**src/design/pu_pkg.sv**
```systemverilog
package pu_pkg;

    localparam int data_width = 32;
    localparam int attr_width = 4;
    localparam int addr_width = 8;

    // the values are byte addresses and only bits [5:2] take part in the decode.
    typedef enum logic [5:0] {
        op_mult_a     = 6'h00,
        op_mult_b     = 6'h04,
        op_add_a      = 6'h08,
        op_add_b      = 6'h0C,
        op_mult_a_inv = 6'h10,
        op_mult_b_inv = 6'h14,
        op_add_a_inv  = 6'h18,
        op_add_b_inv  = 6'h1C
    } reg_op_e;

    typedef enum logic [2:0] {
        st_idle,
        st_strobe,
        st_release,
        st_settle,
        st_wresp,
        st_rdata
    } bridge_state_e;

    typedef struct packed {
        logic                  wr;   // argument write strobe.
        logic                  sel;  // argument index whose fall commits the operation.
        logic [data_width-1:0] data;
        logic [attr_width-1:0] attr;
        logic                  oe;
    } pu_in_t;

    typedef struct packed {
        logic [data_width-1:0] data;
        logic [attr_width-1:0] attr;
    } pu_out_t;

endpackage

```
**src/design/pu_adder.sv**
```systemverilog
module pu_adder #(
    parameter int invalid = 0
) (
    input  logic            clk,
    input  logic            rst,
    input  pu_pkg::pu_in_t  bus_in,
    output pu_pkg::pu_out_t bus_out
);

    localparam int msb = pu_pkg::data_width - 1;

    logic [pu_pkg::data_width-1:0] arg [2];
    logic                          arg_inv [2];
    logic                          sel_q;
    logic                          commit;
    logic [pu_pkg::data_width-1:0] sum;
    logic                          overflow;
    logic [pu_pkg::data_width-1:0] result;
    logic                          result_inv;

    always_ff @(posedge clk) begin
        if (rst) begin
            arg[0]     <= '0;
            arg[1]     <= '0;
            arg_inv[0] <= 1'b0;
            arg_inv[1] <= 1'b0;
        end else if (bus_in.wr) begin
            arg[bus_in.sel]     <= bus_in.data;
            arg_inv[bus_in.sel] <= bus_in.attr[invalid];
        end
    end

    always_ff @(posedge clk) begin
        if (rst) begin
            sel_q  <= 1'b0;
            commit <= 1'b0;
        end else begin
            sel_q  <= bus_in.sel;
            commit <= sel_q && !bus_in.sel;  // one cycle after sel falls.
        end
    end

    // operands of one sign whose sum has the other sign have overflowed.
    always_comb begin
        sum      = arg[0] + arg[1];
        overflow = (arg[0][msb] == arg[1][msb]) && (sum[msb] != arg[0][msb]);
    end

    always_ff @(posedge clk) begin
        if (rst) begin
            result     <= '0;
            result_inv <= 1'b0;
        end else if (commit) begin
            result     <= sum;
            result_inv <= arg_inv[0] || arg_inv[1] || overflow;
        end
    end

    always_comb begin
        bus_out = '0;
        if (bus_in.oe) begin
            bus_out.data          = result;
            bus_out.attr[invalid] = result_inv;
        end
    end

endmodule

```
**src/design/pu_axi_bridge.sv**
```systemverilog
module pu_axi_bridge (
    input  logic                          clk,
    input  logic                          rst,
    input  logic [pu_pkg::addr_width-1:0] awaddr,
    input  logic                          awvalid,
    output logic                          awready,
    input  logic [pu_pkg::data_width-1:0] wdata,
    input  logic                          wvalid,
    output logic                          wready,
    output logic [1:0]                    bresp,
    output logic                          bvalid,
    input  logic                          bready,
    input  logic [pu_pkg::addr_width-1:0] araddr,
    input  logic                          arvalid,
    output logic                          arready,
    output logic [pu_pkg::data_width-1:0] rdata,
    output logic [1:0]                    rresp,
    output logic                          rvalid,
    input  logic                          rready,
    output pu_pkg::pu_in_t                mult_in,
    output pu_pkg::pu_in_t                add_in,
    input  pu_pkg::pu_out_t               mult_out,
    input  pu_pkg::pu_out_t               add_out
);

    localparam logic [1:0] resp_okay = 2'b00;

    pu_pkg::bridge_state_e         state;
    pu_pkg::bridge_state_e         state_next;
    logic                          ready;
    logic                          wr_hs;
    logic                          rd_hs;
    pu_pkg::reg_op_e               wr_op;
    pu_pkg::reg_op_e               rd_op;
    logic                          wr_mapped;
    logic                          rd_mapped;
    logic [pu_pkg::data_width-1:0] wr_data;
    logic                          wr_add;
    logic                          wr_idx;
    logic                          wr_inv;
    logic                          settle_cnt;
    logic                          rd_mult_oe;
    logic                          rd_add_oe;
    logic                          rd_attr;
    logic [pu_pkg::data_width-1:0] merged_data;
    logic [pu_pkg::attr_width-1:0] merged_attr;

    assign wr_hs   = ready && awvalid && wvalid;  // address and data are taken together.
    assign rd_hs   = ready && arvalid && !(awvalid && wvalid);
    assign awready = wr_hs;
    assign wready  = wr_hs;
    assign arready = rd_hs;
    assign bvalid  = (state == pu_pkg::st_wresp);
    assign rvalid  = (state == pu_pkg::st_rdata);
    assign bresp   = resp_okay;
    assign rresp   = resp_okay;

    assign wr_idx = wr_op inside {pu_pkg::op_mult_b, pu_pkg::op_add_b,
                                  pu_pkg::op_mult_b_inv, pu_pkg::op_add_b_inv};
    assign wr_add = wr_op inside {pu_pkg::op_add_a, pu_pkg::op_add_b,
                                  pu_pkg::op_add_a_inv, pu_pkg::op_add_b_inv};
    assign wr_inv = wr_op inside {pu_pkg::op_mult_a_inv, pu_pkg::op_mult_b_inv,
                                  pu_pkg::op_add_a_inv, pu_pkg::op_add_b_inv};

    assign rd_op     = pu_pkg::reg_op_e'({araddr[5:2], 2'b00});
    assign rd_mapped = (araddr[pu_pkg::addr_width-1:6] == '0);

    // oe is raised in the handshake cycle so rdata can be captured at its end.
    always_comb begin
        rd_mult_oe = 1'b0;
        rd_add_oe  = 1'b0;
        rd_attr    = 1'b0;
        if (rd_hs && rd_mapped) begin
            case (rd_op)
                pu_pkg::op_mult_a: rd_mult_oe = 1'b1;
                pu_pkg::op_mult_b: begin
                    rd_mult_oe = 1'b1;
                    rd_attr    = 1'b1;
                end
                pu_pkg::op_add_a: rd_add_oe = 1'b1;
                pu_pkg::op_add_b: begin
                    rd_add_oe = 1'b1;
                    rd_attr   = 1'b1;
                end
                default: ;
            endcase
        end
    end

    assign merged_data = mult_out.data | add_out.data;  // only one unit has oe high.
    assign merged_attr = mult_out.attr | add_out.attr;

    always_comb begin
        mult_in      = '0;
        add_in       = '0;
        mult_in.data = wr_data;
        add_in.data  = wr_data;
        mult_in.attr = {pu_pkg::attr_width{wr_inv}};
        add_in.attr  = {pu_pkg::attr_width{wr_inv}};
        if (state == pu_pkg::st_strobe && wr_mapped) begin
            if (wr_add) begin
                add_in.wr  = 1'b1;
                add_in.sel = wr_idx;
            end else begin
                mult_in.wr  = 1'b1;
                mult_in.sel = wr_idx;
            end
        end
        mult_in.oe = rd_mult_oe;
        add_in.oe  = rd_add_oe;
    end

    always_comb begin
        state_next = state;
        case (state)
            pu_pkg::st_idle: begin
                if (wr_hs) state_next = pu_pkg::st_strobe;
                else if (rd_hs) state_next = pu_pkg::st_rdata;
            end
            pu_pkg::st_strobe:  state_next = pu_pkg::st_release;
            pu_pkg::st_release: state_next = wr_idx ? pu_pkg::st_settle : pu_pkg::st_wresp;
            pu_pkg::st_settle:  if (settle_cnt) state_next = pu_pkg::st_wresp;
            pu_pkg::st_wresp:   if (bready) state_next = pu_pkg::st_idle;
            pu_pkg::st_rdata:   if (rready) state_next = pu_pkg::st_idle;
            default:            state_next = pu_pkg::st_idle;
        endcase
    end

    always_ff @(posedge clk) begin
        if (rst) begin
            state      <= pu_pkg::st_idle;
            ready      <= 1'b0;
            settle_cnt <= 1'b0;
        end else begin
            state      <= state_next;
            ready      <= (state_next == pu_pkg::st_idle);
            settle_cnt <= (state == pu_pkg::st_settle) && !settle_cnt;  // two settle cycles.
        end
    end

    always_ff @(posedge clk) begin
        if (wr_hs) begin
            wr_op     <= pu_pkg::reg_op_e'({awaddr[5:2], 2'b00});
            wr_mapped <= (awaddr[pu_pkg::addr_width-1:5] == '0);
            wr_data   <= wdata;
        end
        if (rd_hs) begin
            rdata <= rd_attr ? {{(pu_pkg::data_width-pu_pkg::attr_width){1'b0}}, merged_attr}
                             : merged_data;
        end
    end

endmodule

```
**src/design/pu_multiplier.sv**
```systemverilog
module pu_multiplier #(
    parameter int scaling_factor_power = 0,
    parameter int invalid              = 0
) (
    input  logic            clk,
    input  logic            rst,
    input  pu_pkg::pu_in_t  bus_in,
    output pu_pkg::pu_out_t bus_out
);

    localparam int half = pu_pkg::data_width / 2;

    logic [pu_pkg::data_width-1:0]        arg [2];
    logic                                 arg_inv [2];
    logic                                 sel_q;
    logic                                 commit;
    logic signed [pu_pkg::data_width-1:0] product;
    logic                                 overflow;
    logic [pu_pkg::data_width-1:0]        result;
    logic                                 result_inv;

    // true when the value is a sign extension of its low half.
    function automatic logic fits_half(input logic [pu_pkg::data_width-1:0] v);
        logic [half:0] upper;
        upper = v[pu_pkg::data_width-1:half-1];
        return (&upper) || !(|upper);
    endfunction

    always_ff @(posedge clk) begin
        if (rst) begin
            arg[0]     <= '0;
            arg[1]     <= '0;
            arg_inv[0] <= 1'b0;
            arg_inv[1] <= 1'b0;
        end else if (bus_in.wr) begin
            arg[bus_in.sel]     <= bus_in.data;
            arg_inv[bus_in.sel] <= bus_in.attr[invalid];
        end
    end

    // a falling sel commits and the pulse comes one cycle after the fall.
    always_ff @(posedge clk) begin
        if (rst) begin
            sel_q  <= 1'b0;
            commit <= 1'b0;
        end else begin
            sel_q  <= bus_in.sel;
            commit <= sel_q && !bus_in.sel;
        end
    end

    always_comb begin
        product  = $signed(arg[0][half-1:0]) * $signed(arg[1][half-1:0]);
        overflow = !fits_half(arg[0]) || !fits_half(arg[1]);
    end

    always_ff @(posedge clk) begin
        if (rst) begin
            result     <= '0;
            result_inv <= 1'b0;
        end else if (commit) begin
            result     <= product >>> scaling_factor_power;  // keeps the sign of the product.
            result_inv <= arg_inv[0] || arg_inv[1] || overflow;
        end
    end

    always_comb begin
        bus_out = '0;
        if (bus_in.oe) begin
            bus_out.data          = result;
            bus_out.attr[invalid] = result_inv;
        end
    end

endmodule

```
**src/design/pu_subsystem.sv**
```systemverilog
module pu_subsystem #(
    parameter int scaling_factor_power = 0,
    parameter int invalid              = 0
) (
    input  logic                          clk,
    input  logic                          rst,
    input  logic [pu_pkg::addr_width-1:0] awaddr,
    input  logic                          awvalid,
    output logic                          awready,
    input  logic [pu_pkg::data_width-1:0] wdata,
    input  logic                          wvalid,
    output logic                          wready,
    output logic [1:0]                    bresp,
    output logic                          bvalid,
    input  logic                          bready,
    input  logic [pu_pkg::addr_width-1:0] araddr,
    input  logic                          arvalid,
    output logic                          arready,
    output logic [pu_pkg::data_width-1:0] rdata,
    output logic [1:0]                    rresp,
    output logic                          rvalid,
    input  logic                          rready
);

    pu_pkg::pu_in_t  mult_in;
    pu_pkg::pu_in_t  add_in;
    pu_pkg::pu_out_t mult_out;
    pu_pkg::pu_out_t add_out;

    pu_axi_bridge u_bridge (
        .clk      (clk),
        .rst      (rst),
        .awaddr   (awaddr),
        .awvalid  (awvalid),
        .awready  (awready),
        .wdata    (wdata),
        .wvalid   (wvalid),
        .wready   (wready),
        .bresp    (bresp),
        .bvalid   (bvalid),
        .bready   (bready),
        .araddr   (araddr),
        .arvalid  (arvalid),
        .arready  (arready),
        .rdata    (rdata),
        .rresp    (rresp),
        .rvalid   (rvalid),
        .rready   (rready),
        .mult_in  (mult_in),
        .add_in   (add_in),
        .mult_out (mult_out),
        .add_out  (add_out)
    );

    pu_multiplier #(
        .scaling_factor_power (scaling_factor_power),
        .invalid              (invalid)
    ) u_mult (
        .clk     (clk),
        .rst     (rst),
        .bus_in  (mult_in),
        .bus_out (mult_out)
    );

    pu_adder #(
        .invalid (invalid)
    ) u_add (
        .clk     (clk),
        .rst     (rst),
        .bus_in  (add_in),
        .bus_out (add_out)
    );

endmodule

```
**config.mk**
```make
export PLATFORM = sky130hd
export DESIGN_NAME = pu_subsystem
export DESIGN_NICKNAME = d
export VERILOG_FILES = /design/src/design/pu_pkg.sv /design/src/design/pu_adder.sv /design/src/design/pu_axi_bridge.sv /design/src/design/pu_multiplier.sv /design/src/design/pu_subsystem.sv
export SDC_FILE = /design/constraint.sdc
export NUM_CORES = 1
export LEC_CHECK = 0
export ABC_AREA = 0
export BUFFER_PORTS_ARGS = -buffer_cell sky130_fd_sc_hd__buf_2
export CAP_MARGIN = 5
export CORE_MARGIN = 2
export CORE_UTILIZATION = 30
export CTS_BUF_LIST = sky130_fd_sc_hd__clkbuf_4 sky130_fd_sc_hd__clkbuf_8
export CTS_CLUSTER_DIAMETER = 60
export DETAILED_ROUTE_END_ITERATION = 7
export GPL_TIMING_DRIVEN = 0
export PLACE_DENSITY = 0.43
export SETUP_SLACK_MARGIN = 0.2
export SYNTH_ARGS = -nofsm -noshare
export SYNTH_HDL_FRONTEND = slang
export SYNTH_HIERARCHICAL = 1
export SYNTH_SLANG_ARGS = --single-unit
```
**constraint.sdc**
```tcl
create_clock -name clk -period 9.65 [get_ports clk]
set_clock_uncertainty 0.2 [all_clocks]
set_input_delay 1.93 -clock clk [delete_from_list [all_inputs] [get_ports clk]]
set_output_delay 1.93 -clock clk [all_outputs]
set_load 0.005 [all_outputs]
```
==> run_results.csv <==
group,metric,value,unit
clock_tree,cts-root-buf,"clkbuf_8",
placement,hpwl,52.0,mm
worst_hold_path,hp-class,"reg2reg",
worst_hold_path,worstHoldPathCells,1,
global_route,overflow,0,
clock_tree,cts-resized-gates,0,
die,fp.dieW,279,um
critical_path,crit_type,"reg2reg",
global_route,track_usage,0.169,
timing,rsz0062_at_grt,"no",
detailed_routing,wl_met1,31.4,mm
critical_path,cp_max_fo,10,
timing,finalSetupTns,0,ns
detailed_routing,via_count,15600,
final_layout,finalNetCount,2785,
synthesis,yosys_warnings,6,
worst_hold_path,hold_start,"u_mult/sel_q$_SDFF_PP0_",
detailed_routing,met2_length,29.9,mm
timing,maxSlewViolCount,0,
power,p_leak,11.1,nW
detailed_routing,drt-total-wl,64.8,mm
timing,min_period,8.31,ns
clock_tree,clock_latency,0.58,ns
detailed_routing,drc_errors,0,
global_route,grt_first_pass_wirelength,101,mm
placement,portBuffers,87,
timing,tightestPinTransition,0.961,ns
clock_tree,cts_tree,"built",
placement,gp_congestion,0.854,
detailed_routing,drt_pass1_iterations,7,
detailed_routing,routed_via_density,4.64,
timing,relSlewSlack,0.359,
detailed_routing,dr_wl_met3,2.62,mm
critical_path,startpoint,"u_mult/arg[0][15]$_SDFFCE_PN0P_",
clock_tree,clkTransAtPathRegs,0.06,ns
die,start_util,0.304,
detailed_routing,ant_nets,0,
synthesis,netlist_instances,2209,
timing,setup-violations-final,0,
global_route,grt_max_degree,37,
die,die_area,0.0778,mm2
synthesis,synth_area,0.0227,mm2
clock_tree,hold_buffers,0,
flow_run,maxCapViolCount,0,
critical_path,r2r-start,"u_mult/arg[0][15]$_SDFFCE_PN0P_",
global_route,grt_pass1_vias,16500,
detailed_routing,top_layer_used,"met5",
die,rows,100,
final_layout,drive_gt1_frac,0.106,
power,powerDensity,180,mW/mm2
timing,max_freq,0.120,GHz
die,io_pins,96,
critical_path,endpoint_kind,"register",
clock_tree,postCtsSetupRepairBufs,0,
clock_tree,cts_made_buffers,48,
placement,dp_slack,1.28,ns
timing,finalCritPeriodShare,0.861,
timing,hold_viol_final,0,
critical_path,cp.arrival,8.55,ns
detailed_routing,wl_per_cell,19.3,um
clock_tree,clock_path_buffers,3,
detailed_routing,drtIter0Drc,894,
critical_path,crit_path_start_kind,"register",
critical_path,cp.required,9.89,ns
critical_path,reg2regPathDepth,22,
die,die_h,279,um
clock_tree,cts_sinks,276,
outcome,outcome,"completed",
synthesis,syn_area_per_cell,10.3,um2
final_layout,area_delta_synth_final,11.9,%
timing,fin_ws,1.34,ns
clock_tree,cts_max_level,2,
die,coreArea,0.0747,mm2
power,ir_worst_vdd,0.158,mV
global_route,antenna_found_initial,5,
==> layout make-up <==
class                           instances  area (um2)
Fill cell                            7714       49300
Buffer                                128         668
Clock buffer                           66         840
Clock inverter                         19         143
Tap cell                              969        1210
Timing Repair Buffer                   88         455
Sequential cell                       276        7540
Inverter                              324        1220
Antenna cell                            3        7.51
Multi-Input combinational cell       1488       13300
==> placed cells by master, fill, tap and decap left out, types with 16 or more instances in the layout <==
cell type  instances
and2_1           326
inv_1            324
fa_1             263
edfxtp_1         201
nand2_1          187
ha_1             113
nor2_1           100
buf_2             90
dfxtp_1           75
clkbuf_1          72
a21oi_1           72
clkbuf_8          55
buf_4             47
o21a_1            36
o21ai_0           33
xnor2_1           30
mux2i_1           25
a21o_1            23
nand4_1           22
nand3_1           20
xor2_1            16
==> routing by layer <==
layer | vias up | track usage
met5 | - | 0
met4 | 2 | 0.0277
met3 | 63 | 0.0218
met2 | 296 | 0.274
met1 | 7820 | 0.246
li1 | 7414 | -
==> per-stage QoR <==
| step | util | power (W) | std cells | hold slack, ns | area [um2] |
|---|---|---|---|---|---|
| 6_report | 0.340 | 0.00456 | 3361 | 0.262 | 25400 |
| 5_1_grt | 0.340 | 0.00493 | 3358 | 0.276 | 25400 |
| 2_1_floorplan | - | 0.00280 | 2216 | 0.217 | 22700 |
| 4_1_cts | 0.340 | 0.00467 | 3358 | 0.261 | 25400 |
| 3_5_place_dp | 0.327 | 0.00353 | 3273 | 0.252 | 24400 |
| 3_3_place_gp | 0.326 | 0.00352 | 3272 | 0.247 | 24400 |
==> where the power goes <==
group | switching (W) | total [W] | internal (W)
clock network | 0.000498 | 0.00111 | 0.000616
registers | 0.0000413 | 0.00136 | 0.00132
logic | 0.00128 | 0.00209 | 0.000806
total | 0.00182 | 0.00456 | 0.00274
==> flip-flops by register name, summed over array words and instances, names as in the netlist, 2 cells and up <==
name and count:
u_add/arg 64, u_add/arg_inv 2, u_add/result 32, u_bridge/rdata 32, u_bridge/state 3, u_bridge/wr_data 32
u_bridge/wr_op 4, u_mult/arg 64, u_mult/arg_inv 2, u_mult/result 32
==> critical path: stages, from the launching register on <==
cell      delay (ns)
edfxtp_1        0.32
clkbuf_1        0.57
clkbuf_1        0.60
nand2_1         0.22
inv_1           0.18
fa_1            0.55
fa_1            0.85
inv_1           0.12
fa_1            0.50
fa_1            0.57
fa_1            0.43
fa_1            0.50
inv_1           0.04
ha_1            0.34
o21ai_0         0.16
or2_2           0.36
or2_0           0.21
a211oi_1        0.56
nor2_1          0.12
a21oi_1         0.15
a21oi_1         0.09
xor2_1          0.37
o22ai_1         0.15
==> path summary, 6_finish.rpt <==
kind,slack (ns),end
max,1.34,u_mult/result[30]$_SDFFE_PP0P_
min,0.26,u_mult/commit$_SDFF_PP0_
max reg2reg,1.34,u_mult/result[30]$_SDFFE_PP0P_
min reg2reg,0.26,u_mult/commit$_SDFF_PP0_
Note: power is estimated with default switching activity, not from simulation.
